$ cat src/verilog/simba_pkg.sv
package simba_pkg;

  // ----------------------------------------
  // Datapath and port widths
  // ----------------------------------------
  localparam int unsigned DataWidth     = 32;
  localparam int unsigned TcdmAddrWidth = 20;
  localparam int unsigned CsrWidth      = 32;
  localparam int unsigned LenWidth      = 16;
  localparam int unsigned ShiftWidth    = 5;
  // Reader A, reader B, writer
  localparam int unsigned NumTcdmPorts  = 3;

  // Reader FIFO depth, also the credit limit
  localparam int unsigned FifoDepth    = 4;
  localparam int unsigned FifoPtrWidth = $clog2(FifoDepth);
  localparam int unsigned FifoCntWidth = $clog2(FifoDepth + 1);

  typedef logic [DataWidth-1:0]     data_t;
  // Full-width product before scaling
  typedef logic [2*DataWidth-1:0]   prod_t;
  typedef logic [TcdmAddrWidth-1:0] tcdm_addr_t;
  typedef logic [CsrWidth-1:0]      csr_addr_t;
  typedef logic [CsrWidth-1:0]      csr_data_t;
  typedef logic [LenWidth-1:0]      len_t;
  typedef logic [ShiftWidth-1:0]    shift_t;
  typedef logic [FifoPtrWidth-1:0]  fifo_ptr_t;
  typedef logic [FifoCntWidth-1:0]  fifo_cnt_t;

  // Byte step from one element to the next
  localparam tcdm_addr_t ElemBytes = tcdm_addr_t'(4);

  // ----------------------------------------
  // CSR map
  // ----------------------------------------
  // Below this, streamer bank
  localparam csr_addr_t StreamerCsrCount = 4;
  localparam csr_addr_t CsrBaseA         = 0;
  localparam csr_addr_t CsrBaseB         = 1;
  localparam csr_addr_t CsrBaseC         = 2;
  localparam csr_addr_t CsrLen           = 3;
  // Accelerator bank
  localparam csr_addr_t CsrShift         = 4;
  localparam csr_addr_t CsrStart         = 5;
  localparam csr_addr_t CsrBusy          = 6;
  localparam csr_addr_t CsrDoneCount     = 7;

  // Launch FSM
  typedef enum logic [1:0] {
    CtrlIdle,
    CtrlRun,
    CtrlDrain
  } ctrl_state_t;

endpackage

$ cat src/verilog/simba_ctrl.sv
module simba_ctrl import simba_pkg::*; (
  input  logic       clk_i,
  input  logic       rst_i,
  // CSR request
  input  csr_addr_t  csr_req_addr_i,
  input  csr_data_t  csr_req_data_i,
  input  logic       csr_req_write_i,
  input  logic       csr_req_valid_i,
  output logic       csr_req_ready_o,
  // CSR response
  output csr_data_t  csr_rsp_data_o,
  output logic       csr_rsp_valid_o,
  input  logic       csr_rsp_ready_i,
  // Job launch towards the streamers
  output logic       start_o,
  output tcdm_addr_t base_a_o,
  output tcdm_addr_t base_b_o,
  output tcdm_addr_t base_c_o,
  output len_t       len_o,
  output shift_t     shift_o,
  // Last result write granted
  input  logic       done_i
);

  ctrl_state_t state_q;
  ctrl_state_t state_d;
  logic        busy;
  logic        req_fire;
  logic        strm_sel;
  logic        cfg_we;
  logic        launch;
  csr_data_t   rd_data;
  logic        rsp_valid_q;
  csr_data_t   rsp_data_q;
  csr_data_t   done_count_q;
  tcdm_addr_t  base_a_q;
  tcdm_addr_t  base_b_q;
  tcdm_addr_t  base_c_q;
  len_t        len_q;
  shift_t      shift_q;

  // ----------------------------------------
  // Request decode
  // ----------------------------------------
  // One outstanding response at most
  assign csr_req_ready_o = !rsp_valid_q;
  assign req_fire        = csr_req_valid_i && csr_req_ready_o;
  // Address split between the two banks
  assign strm_sel        = csr_req_addr_i < StreamerCsrCount;
  assign busy            = state_q != CtrlIdle;
  // Config only changes between jobs
  assign cfg_we          = req_fire && csr_req_write_i && !busy;
  assign launch          = cfg_we && (csr_req_addr_i == CsrStart) && csr_req_data_i[0];

  // Streamer and accelerator register banks
  always_ff @(posedge clk_i) begin
    if (rst_i) begin
      base_a_q <= '0;
      base_b_q <= '0;
      base_c_q <= '0;
      len_q    <= '0;
      shift_q  <= '0;
    end else if (cfg_we) begin
      if (strm_sel) begin
        case (csr_req_addr_i)
          CsrBaseA: base_a_q <= tcdm_addr_t'(csr_req_data_i);
          CsrBaseB: base_b_q <= tcdm_addr_t'(csr_req_data_i);
          CsrBaseC: base_c_q <= tcdm_addr_t'(csr_req_data_i);
          CsrLen:   len_q    <= len_t'(csr_req_data_i);
          default: ;
        endcase
      end else if (csr_req_addr_i == CsrShift) begin
        shift_q <= shift_t'(csr_req_data_i);
      end
    end
  end

  // Readback mux, unmapped and start read as zero
  always_comb begin
    rd_data = '0;
    if (strm_sel) begin
      case (csr_req_addr_i)
        CsrBaseA: rd_data = csr_data_t'(base_a_q);
        CsrBaseB: rd_data = csr_data_t'(base_b_q);
        CsrBaseC: rd_data = csr_data_t'(base_c_q);
        CsrLen:   rd_data = csr_data_t'(len_q);
        default:  rd_data = '0;
      endcase
    end else begin
      case (csr_req_addr_i)
        CsrShift:     rd_data = csr_data_t'(shift_q);
        CsrBusy:      rd_data = csr_data_t'(busy);
        CsrDoneCount: rd_data = done_count_q;
        default:      rd_data = '0;
      endcase
    end
  end

  // ----------------------------------------
  // Response register
  // ----------------------------------------
  always_ff @(posedge clk_i) begin
    if (rst_i) begin
      rsp_valid_q <= 1'b0;
    end else if (req_fire && !csr_req_write_i) begin
      rsp_valid_q <= 1'b1;
    end else if (csr_rsp_ready_i) begin
      rsp_valid_q <= 1'b0;
    end
  end

  always_ff @(posedge clk_i) begin
    if (req_fire && !csr_req_write_i) begin
      rsp_data_q <= rd_data;
    end
  end

  assign csr_rsp_valid_o = rsp_valid_q;
  assign csr_rsp_data_o  = rsp_data_q;

  // ----------------------------------------
  // Launch FSM
  // ----------------------------------------
  // Run is the strobe cycle, drain waits on the writer
  always_comb begin
    state_d = state_q;
    unique case (state_q)
      CtrlIdle:  if (launch) state_d = CtrlRun;
      CtrlRun:   state_d = done_i ? CtrlIdle : CtrlDrain;
      CtrlDrain: if (done_i) state_d = CtrlIdle;
      default:   state_d = CtrlIdle;
    endcase
  end

  always_ff @(posedge clk_i) begin
    if (rst_i) begin
      state_q      <= CtrlIdle;
      done_count_q <= '0;
    end else begin
      state_q <= state_d;
      // Completed jobs
      if (busy && done_i) begin
        done_count_q <= done_count_q + 1'b1;
      end
    end
  end

  assign start_o  = state_q == CtrlRun;
  assign base_a_o = base_a_q;
  assign base_b_o = base_b_q;
  assign base_c_o = base_c_q;
  assign len_o    = len_q;
  assign shift_o  = shift_q;

endmodule

$ cat src/verilog/simba_mul.sv
module simba_mul import simba_pkg::*; (
  input  logic   clk_i,
  input  logic   rst_i,
  // Result scaling
  input  shift_t shift_i,
  // Operand streams
  input  data_t  a_data_i,
  input  data_t  b_data_i,
  input  logic   a_valid_i,
  input  logic   b_valid_i,
  output logic   a_ready_o,
  output logic   b_ready_o,
  // Result stream
  output data_t  res_data_o,
  output logic   res_valid_o,
  input  logic   res_ready_i
);

  logic  s1_valid_q;
  prod_t s1_prod_q;
  logic  s2_valid_q;
  data_t s2_res_q;
  logic  s1_adv;
  logic  s2_adv;
  logic  in_fire;

  // Stage moves when the next one is free or draining
  assign s2_adv  = !s2_valid_q || res_ready_i;
  assign s1_adv  = !s1_valid_q || s2_adv;
  // Pair taken only when both operands present
  assign in_fire   = a_valid_i && b_valid_i && s1_adv;
  assign a_ready_o = b_valid_i && s1_adv;
  assign b_ready_o = a_valid_i && s1_adv;

  always_ff @(posedge clk_i) begin
    if (rst_i) begin
      s1_valid_q <= 1'b0;
      s2_valid_q <= 1'b0;
    end else begin
      if (s1_adv) s1_valid_q <= a_valid_i && b_valid_i;
      if (s2_adv) s2_valid_q <= s1_valid_q;
    end
  end

  // Stage one, unsigned full product
  always_ff @(posedge clk_i) begin
    if (in_fire) begin
      s1_prod_q <= prod_t'(a_data_i) * prod_t'(b_data_i);
    end
  end

  // Stage two, shift and keep low word
  always_ff @(posedge clk_i) begin
    if (s2_adv && s1_valid_q) begin
      s2_res_q <= data_t'(s1_prod_q >> shift_i);
    end
  end

  assign res_valid_o = s2_valid_q;
  assign res_data_o  = s2_res_q;

endmodule

$ cat src/verilog/simba_reader.sv
module simba_reader import simba_pkg::*; (
  input  logic       clk_i,
  input  logic       rst_i,
  // Job launch
  input  logic       start_i,
  input  tcdm_addr_t base_i,
  input  len_t       len_i,
  // TCDM read port
  output logic       tcdm_req_valid_o,
  output tcdm_addr_t tcdm_req_addr_o,
  input  logic       tcdm_gnt_i,
  input  logic       tcdm_rsp_valid_i,
  input  data_t      tcdm_rsp_rdata_i,
  // Element stream out
  output data_t      out_data_o,
  output logic       out_valid_o,
  input  logic       out_ready_i
);

  tcdm_addr_t addr_q;
  len_t       left_q;
  fifo_cnt_t  credit_q;
  data_t      fifo_mem [FifoDepth];
  fifo_ptr_t  wr_ptr_q;
  fifo_ptr_t  rd_ptr_q;
  fifo_cnt_t  count_q;
  logic       req_fire;
  logic       pop;

  // Request only with a free FIFO slot reserved
  assign tcdm_req_valid_o = (left_q != '0) && (credit_q != '0);
  assign tcdm_req_addr_o  = addr_q;
  assign req_fire         = tcdm_req_valid_o && tcdm_gnt_i;
  assign out_valid_o      = count_q != '0;
  assign out_data_o       = fifo_mem[rd_ptr_q];
  assign pop              = out_valid_o && out_ready_i;

  // ----------------------------------------
  // Address generator
  // ----------------------------------------
  always_ff @(posedge clk_i) begin
    if (rst_i) begin
      addr_q <= '0;
      left_q <= '0;
    end else if (start_i) begin
      addr_q <= base_i;
      left_q <= len_i;
    end else if (req_fire) begin
      addr_q <= addr_q + ElemBytes;
      left_q <= left_q - 1'b1;
    end
  end

  // Credits = depth - held - in flight
  always_ff @(posedge clk_i) begin
    if (rst_i) begin
      credit_q <= fifo_cnt_t'(FifoDepth);
    end else begin
      case ({req_fire, pop})
        2'b10:   credit_q <= credit_q - 1'b1;
        2'b01:   credit_q <= credit_q + 1'b1;
        default: ;
      endcase
    end
  end

  // ----------------------------------------
  // Response FIFO
  // ----------------------------------------
  always_ff @(posedge clk_i) begin
    if (tcdm_rsp_valid_i) begin
      fifo_mem[wr_ptr_q] <= tcdm_rsp_rdata_i;
    end
  end

  // Pointers wrap on a power of two depth
  always_ff @(posedge clk_i) begin
    if (rst_i) begin
      wr_ptr_q <= '0;
      rd_ptr_q <= '0;
      count_q  <= '0;
    end else begin
      if (tcdm_rsp_valid_i) wr_ptr_q <= wr_ptr_q + 1'b1;
      if (pop) rd_ptr_q <= rd_ptr_q + 1'b1;
      case ({tcdm_rsp_valid_i, pop})
        2'b10:   count_q <= count_q + 1'b1;
        2'b01:   count_q <= count_q - 1'b1;
        default: ;
      endcase
    end
  end

endmodule

$ cat src/verilog/simba_top.sv
module simba_top import simba_pkg::*; (
  input  logic                          clk_i,
  input  logic                          rst_i,
  // CSR request
  input  csr_addr_t                     csr_req_addr_i,
  input  csr_data_t                     csr_req_data_i,
  input  logic                          csr_req_write_i,
  input  logic                          csr_req_valid_i,
  output logic                          csr_req_ready_o,
  // CSR response
  output csr_data_t                     csr_rsp_data_o,
  output logic                          csr_rsp_valid_o,
  input  logic                          csr_rsp_ready_i,
  // TCDM, port 0 reader A, 1 reader B, 2 writer
  output logic       [NumTcdmPorts-1:0] tcdm_req_valid_o,
  output tcdm_addr_t [NumTcdmPorts-1:0] tcdm_req_addr_o,
  output logic       [NumTcdmPorts-1:0] tcdm_req_write_o,
  output data_t      [NumTcdmPorts-1:0] tcdm_req_wdata_o,
  input  logic       [NumTcdmPorts-1:0] tcdm_gnt_i,
  input  logic       [NumTcdmPorts-1:0] tcdm_rsp_valid_i,
  input  data_t      [NumTcdmPorts-1:0] tcdm_rsp_rdata_i
);

  // Job configuration
  logic       start;
  logic       done;
  tcdm_addr_t base_a;
  tcdm_addr_t base_b;
  tcdm_addr_t base_c;
  len_t       len;
  shift_t     shift;
  // Streams
  data_t      a_data;
  logic       a_valid;
  logic       a_ready;
  data_t      b_data;
  logic       b_valid;
  logic       b_ready;
  data_t      res_data;
  logic       res_valid;
  logic       res_ready;

  // Reader ports never write
  assign tcdm_req_write_o[1:0] = '0;
  assign tcdm_req_wdata_o[0]   = '0;
  assign tcdm_req_wdata_o[1]   = '0;

  // ----------------------------------------
  // Control
  // ----------------------------------------
  simba_ctrl simba_ctrl_inst (
    .clk_i, .rst_i,
    .csr_req_addr_i, .csr_req_data_i, .csr_req_write_i, .csr_req_valid_i, .csr_req_ready_o,
    .csr_rsp_data_o, .csr_rsp_valid_o, .csr_rsp_ready_i,
    .start_o (start), .base_a_o (base_a), .base_b_o (base_b), .base_c_o (base_c),
    .len_o (len), .shift_o (shift), .done_i (done)
  );

  // ----------------------------------------
  // Operand readers
  // ----------------------------------------
  simba_reader simba_reader_a_inst (
    .clk_i, .rst_i, .start_i (start), .base_i (base_a), .len_i (len),
    .tcdm_req_valid_o (tcdm_req_valid_o[0]), .tcdm_req_addr_o (tcdm_req_addr_o[0]),
    .tcdm_gnt_i (tcdm_gnt_i[0]), .tcdm_rsp_valid_i (tcdm_rsp_valid_i[0]),
    .tcdm_rsp_rdata_i (tcdm_rsp_rdata_i[0]),
    .out_data_o (a_data), .out_valid_o (a_valid), .out_ready_i (a_ready)
  );

  simba_reader simba_reader_b_inst (
    .clk_i, .rst_i, .start_i (start), .base_i (base_b), .len_i (len),
    .tcdm_req_valid_o (tcdm_req_valid_o[1]), .tcdm_req_addr_o (tcdm_req_addr_o[1]),
    .tcdm_gnt_i (tcdm_gnt_i[1]), .tcdm_rsp_valid_i (tcdm_rsp_valid_i[1]),
    .tcdm_rsp_rdata_i (tcdm_rsp_rdata_i[1]),
    .out_data_o (b_data), .out_valid_o (b_valid), .out_ready_i (b_ready)
  );

  // Multiply and scale
  simba_mul simba_mul_inst (
    .clk_i, .rst_i, .shift_i (shift),
    .a_data_i (a_data), .b_data_i (b_data), .a_valid_i (a_valid), .b_valid_i (b_valid),
    .a_ready_o (a_ready), .b_ready_o (b_ready),
    .res_data_o (res_data), .res_valid_o (res_valid), .res_ready_i (res_ready)
  );

  // Result writer on port 2
  simba_writer simba_writer_inst (
    .clk_i, .rst_i, .start_i (start), .base_i (base_c), .len_i (len),
    .in_data_i (res_data), .in_valid_i (res_valid), .in_ready_o (res_ready),
    .tcdm_req_valid_o (tcdm_req_valid_o[2]), .tcdm_req_addr_o (tcdm_req_addr_o[2]),
    .tcdm_req_write_o (tcdm_req_write_o[2]), .tcdm_req_wdata_o (tcdm_req_wdata_o[2]),
    .tcdm_gnt_i (tcdm_gnt_i[2]), .done_o (done)
  );

endmodule

$ cat src/verilog/simba_writer.sv
module simba_writer import simba_pkg::*; (
  input  logic       clk_i,
  input  logic       rst_i,
  // Job launch
  input  logic       start_i,
  input  tcdm_addr_t base_i,
  input  len_t       len_i,
  // Result stream in
  input  data_t      in_data_i,
  input  logic       in_valid_i,
  output logic       in_ready_o,
  // TCDM write port
  output logic       tcdm_req_valid_o,
  output tcdm_addr_t tcdm_req_addr_o,
  output logic       tcdm_req_write_o,
  output data_t      tcdm_req_wdata_o,
  input  logic       tcdm_gnt_i,
  // Last write granted
  output logic       done_o
);

  logic       active_q;
  tcdm_addr_t addr_q;
  len_t       len_q;
  len_t       count_q;
  logic       req_fire;
  logic       last;

  // Result passes straight onto the port
  assign tcdm_req_valid_o = active_q && in_valid_i;
  assign tcdm_req_addr_o  = addr_q;
  assign tcdm_req_write_o = 1'b1;
  assign tcdm_req_wdata_o = in_data_i;
  assign in_ready_o       = active_q && tcdm_gnt_i;
  assign req_fire         = tcdm_req_valid_o && tcdm_gnt_i;
  assign last             = count_q == (len_q - 1'b1);
  // Empty job finishes at once
  assign done_o = (req_fire && last) || (start_i && (len_i == '0));

  // Address generator and completion count
  always_ff @(posedge clk_i) begin
    if (rst_i) begin
      active_q <= 1'b0;
      addr_q   <= '0;
      len_q    <= '0;
      count_q  <= '0;
    end else if (start_i) begin
      active_q <= len_i != '0;
      addr_q   <= base_i;
      len_q    <= len_i;
      count_q  <= '0;
    end else if (req_fire) begin
      addr_q  <= addr_q + ElemBytes;
      count_q <= count_q + 1'b1;
      if (last) active_q <= 1'b0;
    end
  end

endmodule
$ cat config.mk
export PLATFORM = sky130hd
export DESIGN_NAME = simba_top
export DESIGN_NICKNAME = d
export VERILOG_FILES = /design/src/verilog/simba_pkg.sv /design/src/verilog/simba_ctrl.sv /design/src/verilog/simba_mul.sv /design/src/verilog/simba_reader.sv /design/src/verilog/simba_top.sv /design/src/verilog/simba_writer.sv
export SDC_FILE = /design/constraint.sdc
export NUM_CORES = 2
export LEC_CHECK = 0
export BUFFER_PORTS_ARGS = -buffer_cell sky130_fd_sc_hd__buf_2
export CORE_UTILIZATION = 55
export DETAILED_ROUTE_END_ITERATION = 8
export HOLD_SLACK_MARGIN = 0.06
export PLACE_DENSITY = 0.73
export SKIP_LAST_GASP = 1
export SLEW_MARGIN = 20
export SYNTH_ARGS = -nofsm -noshare
export SYNTH_HDL_FRONTEND = slang
export SYNTH_HIERARCHICAL = 1
export SYNTH_SLANG_ARGS = --single-unit
export TNS_END_PERCENT = 30
$ cat constraint.sdc
create_clock -name clk_i -period 12.7 [get_ports clk_i]
set_input_delay 2.54 -clock clk_i [delete_from_list [all_inputs] [get_ports clk_i]]
set_output_delay 2.54 -clock clk_i [all_outputs]
set_load 0.05 [all_outputs]
-- After elaboration in Yosys (flattened, before gate mapping)
Memories as Yosys holds them, arrays and structs flattened. A register that Yosys moved wholly into a read port is not among the register bits.
Cells that the tools add are included.
- add/subtract/negate cells: 20
- multipliers: 1
- div/mod/pow operators: 0
- $lt $le $gt $ge: 1
- equal/unequal tests: 20
- shift-type cells: 1
- multiplexer cells: 34
- bitwise logic cells: 1
- reductions and logical operators: 59
- operator list (operator ; count):
    $eq A32 B3 Y1 const B ; 4
    $mux W20 ; 6
    $pmux W32 S3 ; 1
    $pmux W20 S4 ; 1
    $eq A32 B2 Y1 const B ; 2
    $mul A32 B32 Y64 ; 1
    $mux W16 ; 4
    $shr A64 B5 Y32 ; 1
    $add A20 B3 Y20 const B ; 3
    $reduce_bool A16 Y1 ; 3
    $sub A16 B1 Y16 const B ; 3
    $add A32 B1 Y32 const B ; 1
    $eq A32 B1 Y1 const B ; 1
    $logic_not A32 Y1 ; 1
    $lt A32 B3 Y1 const B ; 1
    $mux W32 ; 1
    $pmux W3 S2 ; 4
    $logic_and A1 B1 Y1 ; 23
    $reduce_bool A2 Y1 ; 10
    $add A16 B1 Y16 const B ; 1
    $eq A16 B16 Y1 ; 1
    $logic_not A16 Y1 ; 1
    $reduce_and A3 Y1 ; 5
    $mux W2 ; 7
    other kinds (15) ; 51
- flip-flop bits (word level): 391
- bits in latches: 0
- RAM bits: 256
- memory bits (read-only): 0
- output and inout port bits: 196
- logic and storage cells: 168
- memories: 2
- memories (memory ; words ; bits a word ; read ports ; clocked after Yosys merged registers in ; write ports ; line ; source):
    simba_reader_a_inst.fifo_mem ; 4 ; 32 ; 1 ; 1 ; 1 ; simba_reader.sv:23 ; data_t fifo_mem [FifoDepth];
    simba_reader_b_inst.fifo_mem ; 4 ; 32 ; 1 ; 1 ; 1 ; simba_reader.sv:23 ;

-- Logic depth before layout (Yosys ltp)
- depth in word-level cells: 8
- mapped depth: 32
- gate-level depth less buffers: 28

-- Modules after synthesis
Netlist, hierarchy kept.
- modules (own cells, without submodules) (module ; instances ; cells an instance ; area each (um^2) ; seq. area each (um^2)):
    simba_mul ; 1 ; 4210 ; 39024.9 ; 2892.8
    simba_reader (simba_reader_b_inst) ; 1 ; 529 ; 7577.3 ; 4804.6
    simba_reader (simba_reader_a_inst) ; 1 ; 527 ; 7479.7 ; 4804.6
    simba_ctrl ; 1 ; 625 ; 6785.3 ; 3283.1
    simba_writer ; 1 ; 397 ; 3204.3 ; 1061.0
    simba_top ; 1 ; 67 ; 499.2 ; 0.0

-- Worst setup path before layout
OpenSTA, ideal clock, no wires.
- path kind: register -> register
- from: reg (tool-made name)
- to: reg simba_mul_inst.s1_prod_q[53], data pin
- arrival time: 8.058 ns
- data required time: 12.426 ns
- path slack: 4.369 ns
- cell stages (with the launch flop): 29
- clock period less this slack: 8.331 ns
- path through: dfxtp_1 -> clkbuf_1 -> buf_1 -> mux4_2 -> clkbuf_1 -> and2_1 -> fa_1 -> fa_1 -> inv_1 -> fa_1 -> inv_1 -> fa_1 -> inv_1 -> fa_1 -> fa_1 -> fa_1 -> fa_1 -> inv_1 -> ha_1 -> buf_2 -> a21oi_1 -> o21bai_1 -> a21oi_1 -> a2111oi_0 -> nor2b_1 -> a31oi_1 -> nand2_1 -> o41ai_1 -> xor2_1
- RTL lines (item ; line ; source):
    end signal, assigned ; simba_mul.sv:48 ; s1_prod_q <= prod_t'(a_data_i) * prod_t'(b_data_i);
    end, declared ; simba_mul.sv:20 ; prod_t s1_prod_q;

==> metrics.txt <==
largest family of logic cells by synthesized area adder cells; post-route ant nets 0; dpl hpwl 119000 microns; Iteration-0 DRC Markers 3666; total CTS buffers 71; clock root buffer clkbuf_16; worst-skew pair later-pin latency 670 ps; Synth area leaders fa_1 28%, edfxtp_1 18%, dfxtp_1 8.3%, and2_1 6.1%, inv_1 5.4%; Yosys top cell area share 27.9%; Core Region 0.116 sq mm; xor/xnor share of the synthesized area 1.82%; critical path data arrival time 9630 ps; vias in the first global route 46.8k; Clk pin slew, worst setup/hold paths 60 ps; headroom to the max-slew limit 27.2%; post-cts resize count 0; DRC viols 0; Mapped Avg Cell Area 10.2 sq um; min-delay worst type flip-flop to flip-flop; via/cell ratio 5.81; layout cell share with drive strength beyond 1 9.16%; Crit Path Max Fanout 32; Hold Path Depth 2; first-pass GRT wire length 257000 microns; Final Worst Setup Slack 3450 ps; postcts setup bufs 0; Starting Density 55.5%; actual slew at the worst max-slew pin 1090 ps; Crit Reg-Reg Endpoint simba_mul_inst/s1_prod_q[53]; synth-to-layout area growth 5.97%; synth warn 6; Final min period 9250 ps; Clock Path Buffers 3; CP required 13080 ps; Overflow after GRT 0; Slew Limit Fails 0; placer congestion estimate 0.892; post-synthesis cell count 6355; clock skew 68.7 ps; Buffers on Ports 254; register area share after synthesis 26.1%; Synth Area in Simple Gates 16.7%; r2r worst-path depth 25; RSZ-0062 raised after global routing false; Setup violations, final 0; post-synth top area cell fa_1; Netlist cell types 95; Hold Crit Start simba_ctrl_inst/done_count_q[31]; max-cap violations 0; outcome finished clean; CTS tree yes; Synth Area in Compound Gates 6.32%; Die Y 345 microns; CTS sink cnt 650; fraction of registers with async set/reset 0%; Die ar. 0.119 sq mm; setup TNS after final layout 0 ps; synthesized area 0.0646 sq mm; Seq cells post-synth 650; Post-synth EDFFs 383; adder-cell area share of the yosys netlist 33.2%; Die X 345 microns; initial antenna violation count 6; Critical Path Sink Type flip-flop; Worst Hold Path EP simba_ctrl_inst/done_count_q[31]; CP Class flip-flop to flip-flop; multiplexer share of the synthesized area 6.77%; routed vias 45.8k; DR WL/cell 20.6 microns; # IOs 367; Tot GR Track Use 27.6%; Final period util 72.8%; Setup WS pre-CTS 3470 ps; # H-tree levels 3; Startpoint Class flip-flop; Final Net Count 7648; reg2reg setup slack 3450 ps; Post-synth top flop edfxtp_1; pin count of the biggest net entering global routing 136; std cell rows 125; Fmax achieved 0.108 GHz; Post-CTS Hold Buffers 0; Final Hold Violating Endpoints 0; final WL 162000 microns; drt first pass iters 5
==> cell usage in the layout, fill, tap and decap left out, types with 33 or more instances in the layout <==
| master | count |
|---|---|
| and2_1 | 629 |
| a21oi_1 | 162 |
| nand4_1 | 59 |
| nor2_1 | 254 |
| edfxtp_1 | 383 |
| a311oi_1 | 33 |
| mux4_2 | 113 |
| inv_1 | 932 |
| mux2i_1 | 168 |
| or4_1 | 45 |
| nor4_1 | 41 |
| a211oi_1 | 48 |
| nand2b_1 | 112 |
| ha_1 | 277 |
| nand3_1 | 63 |
| o21ai_0 | 111 |
| o31ai_1 | 49 |
| buf_4 | 43 |
| conb_1 | 67 |
| buf_2 | 253 |
| xnor2_1 | 74 |
| nand2_1 | 657 |
| dfxtp_1 | 262 |
| nor3_1 | 46 |
| fa_1 | 899 |
| clkbuf_16 | 73 |
| xor2_1 | 60 |
==> how the worst max path moves through the flow <==
stage / from / to / slack, ps / cells past startpoint
6_report: flip-flop / simba_mul_inst/s1_prod_q[53] / 3450 / 25
5_1_grt: flip-flop / simba_mul_inst/s1_prod_q[52] / 3050 / 25
4_1_cts: flip-flop / simba_mul_inst/s1_prod_q[53] / 3480 / 25
3_5_place_dp: flip-flop / simba_mul_inst/s1_prod_q[53] / 3470 / 25
3_3_place_gp: flip-flop / simba_mul_inst/s1_prod_q[53] / 3570 / 25
2_1_floorplan: flip-flop / simba_mul_inst/s1_prod_q[53] / 4370 / 28
==> state kept, by name, summed over array words and instances (netlist names), 20 cells and up, named ones only <==
signal / cells
simba_reader_a_inst/fifo_mem: 128
simba_reader_b_inst/fifo_mem: 128
simba_ctrl_inst/csr_rsp_data_o: 32
simba_mul_inst/s1_prod_q: 63
simba_mul_inst/res_data_o: 32
simba_ctrl_inst/base_c_o: 20
simba_ctrl_inst/base_b_o: 20
simba_reader_a_inst/tcdm_req_addr_o: 20
simba_ctrl_inst/done_count_q: 32
simba_writer_inst/tcdm_req_addr_o: 20
simba_ctrl_inst/base_a_o: 20
simba_reader_b_inst/tcdm_req_addr_o: 20
==> metal layers <==
metal | wire length (microns) | vias to the layer above | GRT usage, %
li1 | - | 20400 | -
met1 | 68600 | 23200 | 38.1
met2 | 76000 | 1813 | 44.3
met3 | 12500 | 346 | 5.38
met4 | 4960 | 6 | 8.41
met5 | 31 | - | 0
==> per-stage QoR <==
| step | hold WS (ps) | cells | instance area, sq um | utilization, % |
|---|---|---|---|---|
| 2_1_floorplan | 447 | 6420 | 64800 | - |
| 3_3_place_gp | 461 | 7752 | 66000 | 56.8 |
| 3_5_place_dp | 475 | 7752 | 66000 | 56.8 |
| 4_1_cts | 483 | 7880 | 68400 | 58.8 |
| 5_1_grt | 502 | 7880 | 68400 | 58.8 |
| 6_report | 481 | 7884 | 68400 | 58.8 |
==> synthesized netlist by cell type (all sizes together) (16+ instances only) <==
master  number
clkbuf     317
and2       629
xor2        60
nand3       64
a21oi      164
nor2       254
mux2i      168
and3        23
nor3        50
or4         49
o21bai      23
a211oi      49
a22o        16
or3         33
and4        18
nor4        47
buf        173
a311oi      35
fa         899
edfxtp     383
mux4       113
nand4       60
a21o        30
nor2b       16
ha         277
inv        933
o21ai      116
o211ai      21
o31ai       49
a31oi       23
dfxtp      267
nand2b     112
nand2      659
xnor2       74
==> kinds of logic after synthesis <==
| kind of cell | after synthesis |
|---|---|
| simple gates | 2065 |
| buf+inv | 1423 |
| fa+ha+maj | 1176 |
| flops | 650 |
| xor+xnor | 134 |
| compound gates | 611 |
| mux | 294 |
| other cells | 2 |
==> worst max-delay path, cell delays in order, from the launching register on <==
cell	delay, ps
dfxtp_2	310
buf_4	520
mux4_2	950
and2_1	340
fa_1	510
fa_1	550
inv_1	50
fa_1	520
inv_1	70
fa_1	510
inv_1	60
fa_1	550
fa_1	430
fa_1	460
fa_1	540
inv_1	60
ha_1	430
a21oi_1	130
o21bai_1	130
a21oi_1	110
a2111oi_0	420
nor2b_1	90
a31oi_1	450
nand2_1	100
o41ai_1	480
xor2_1	150
==> cell type report <==
type	count	area, sq um
Multi-Input combinational cell	4347	42200
Sequential cell	650	16900
Tap cell	1524	1910
Clock buffer	100	2030
Fill cell	9691	47900
Clock inverter	28	339
Timing Repair Buffer	298	1620
Antenna cell	4	10.0
Inverter	933	3500
Power is not shown: default switching activity piles up to over one toggle a cycle in this logic, so the estimate is an artifact.
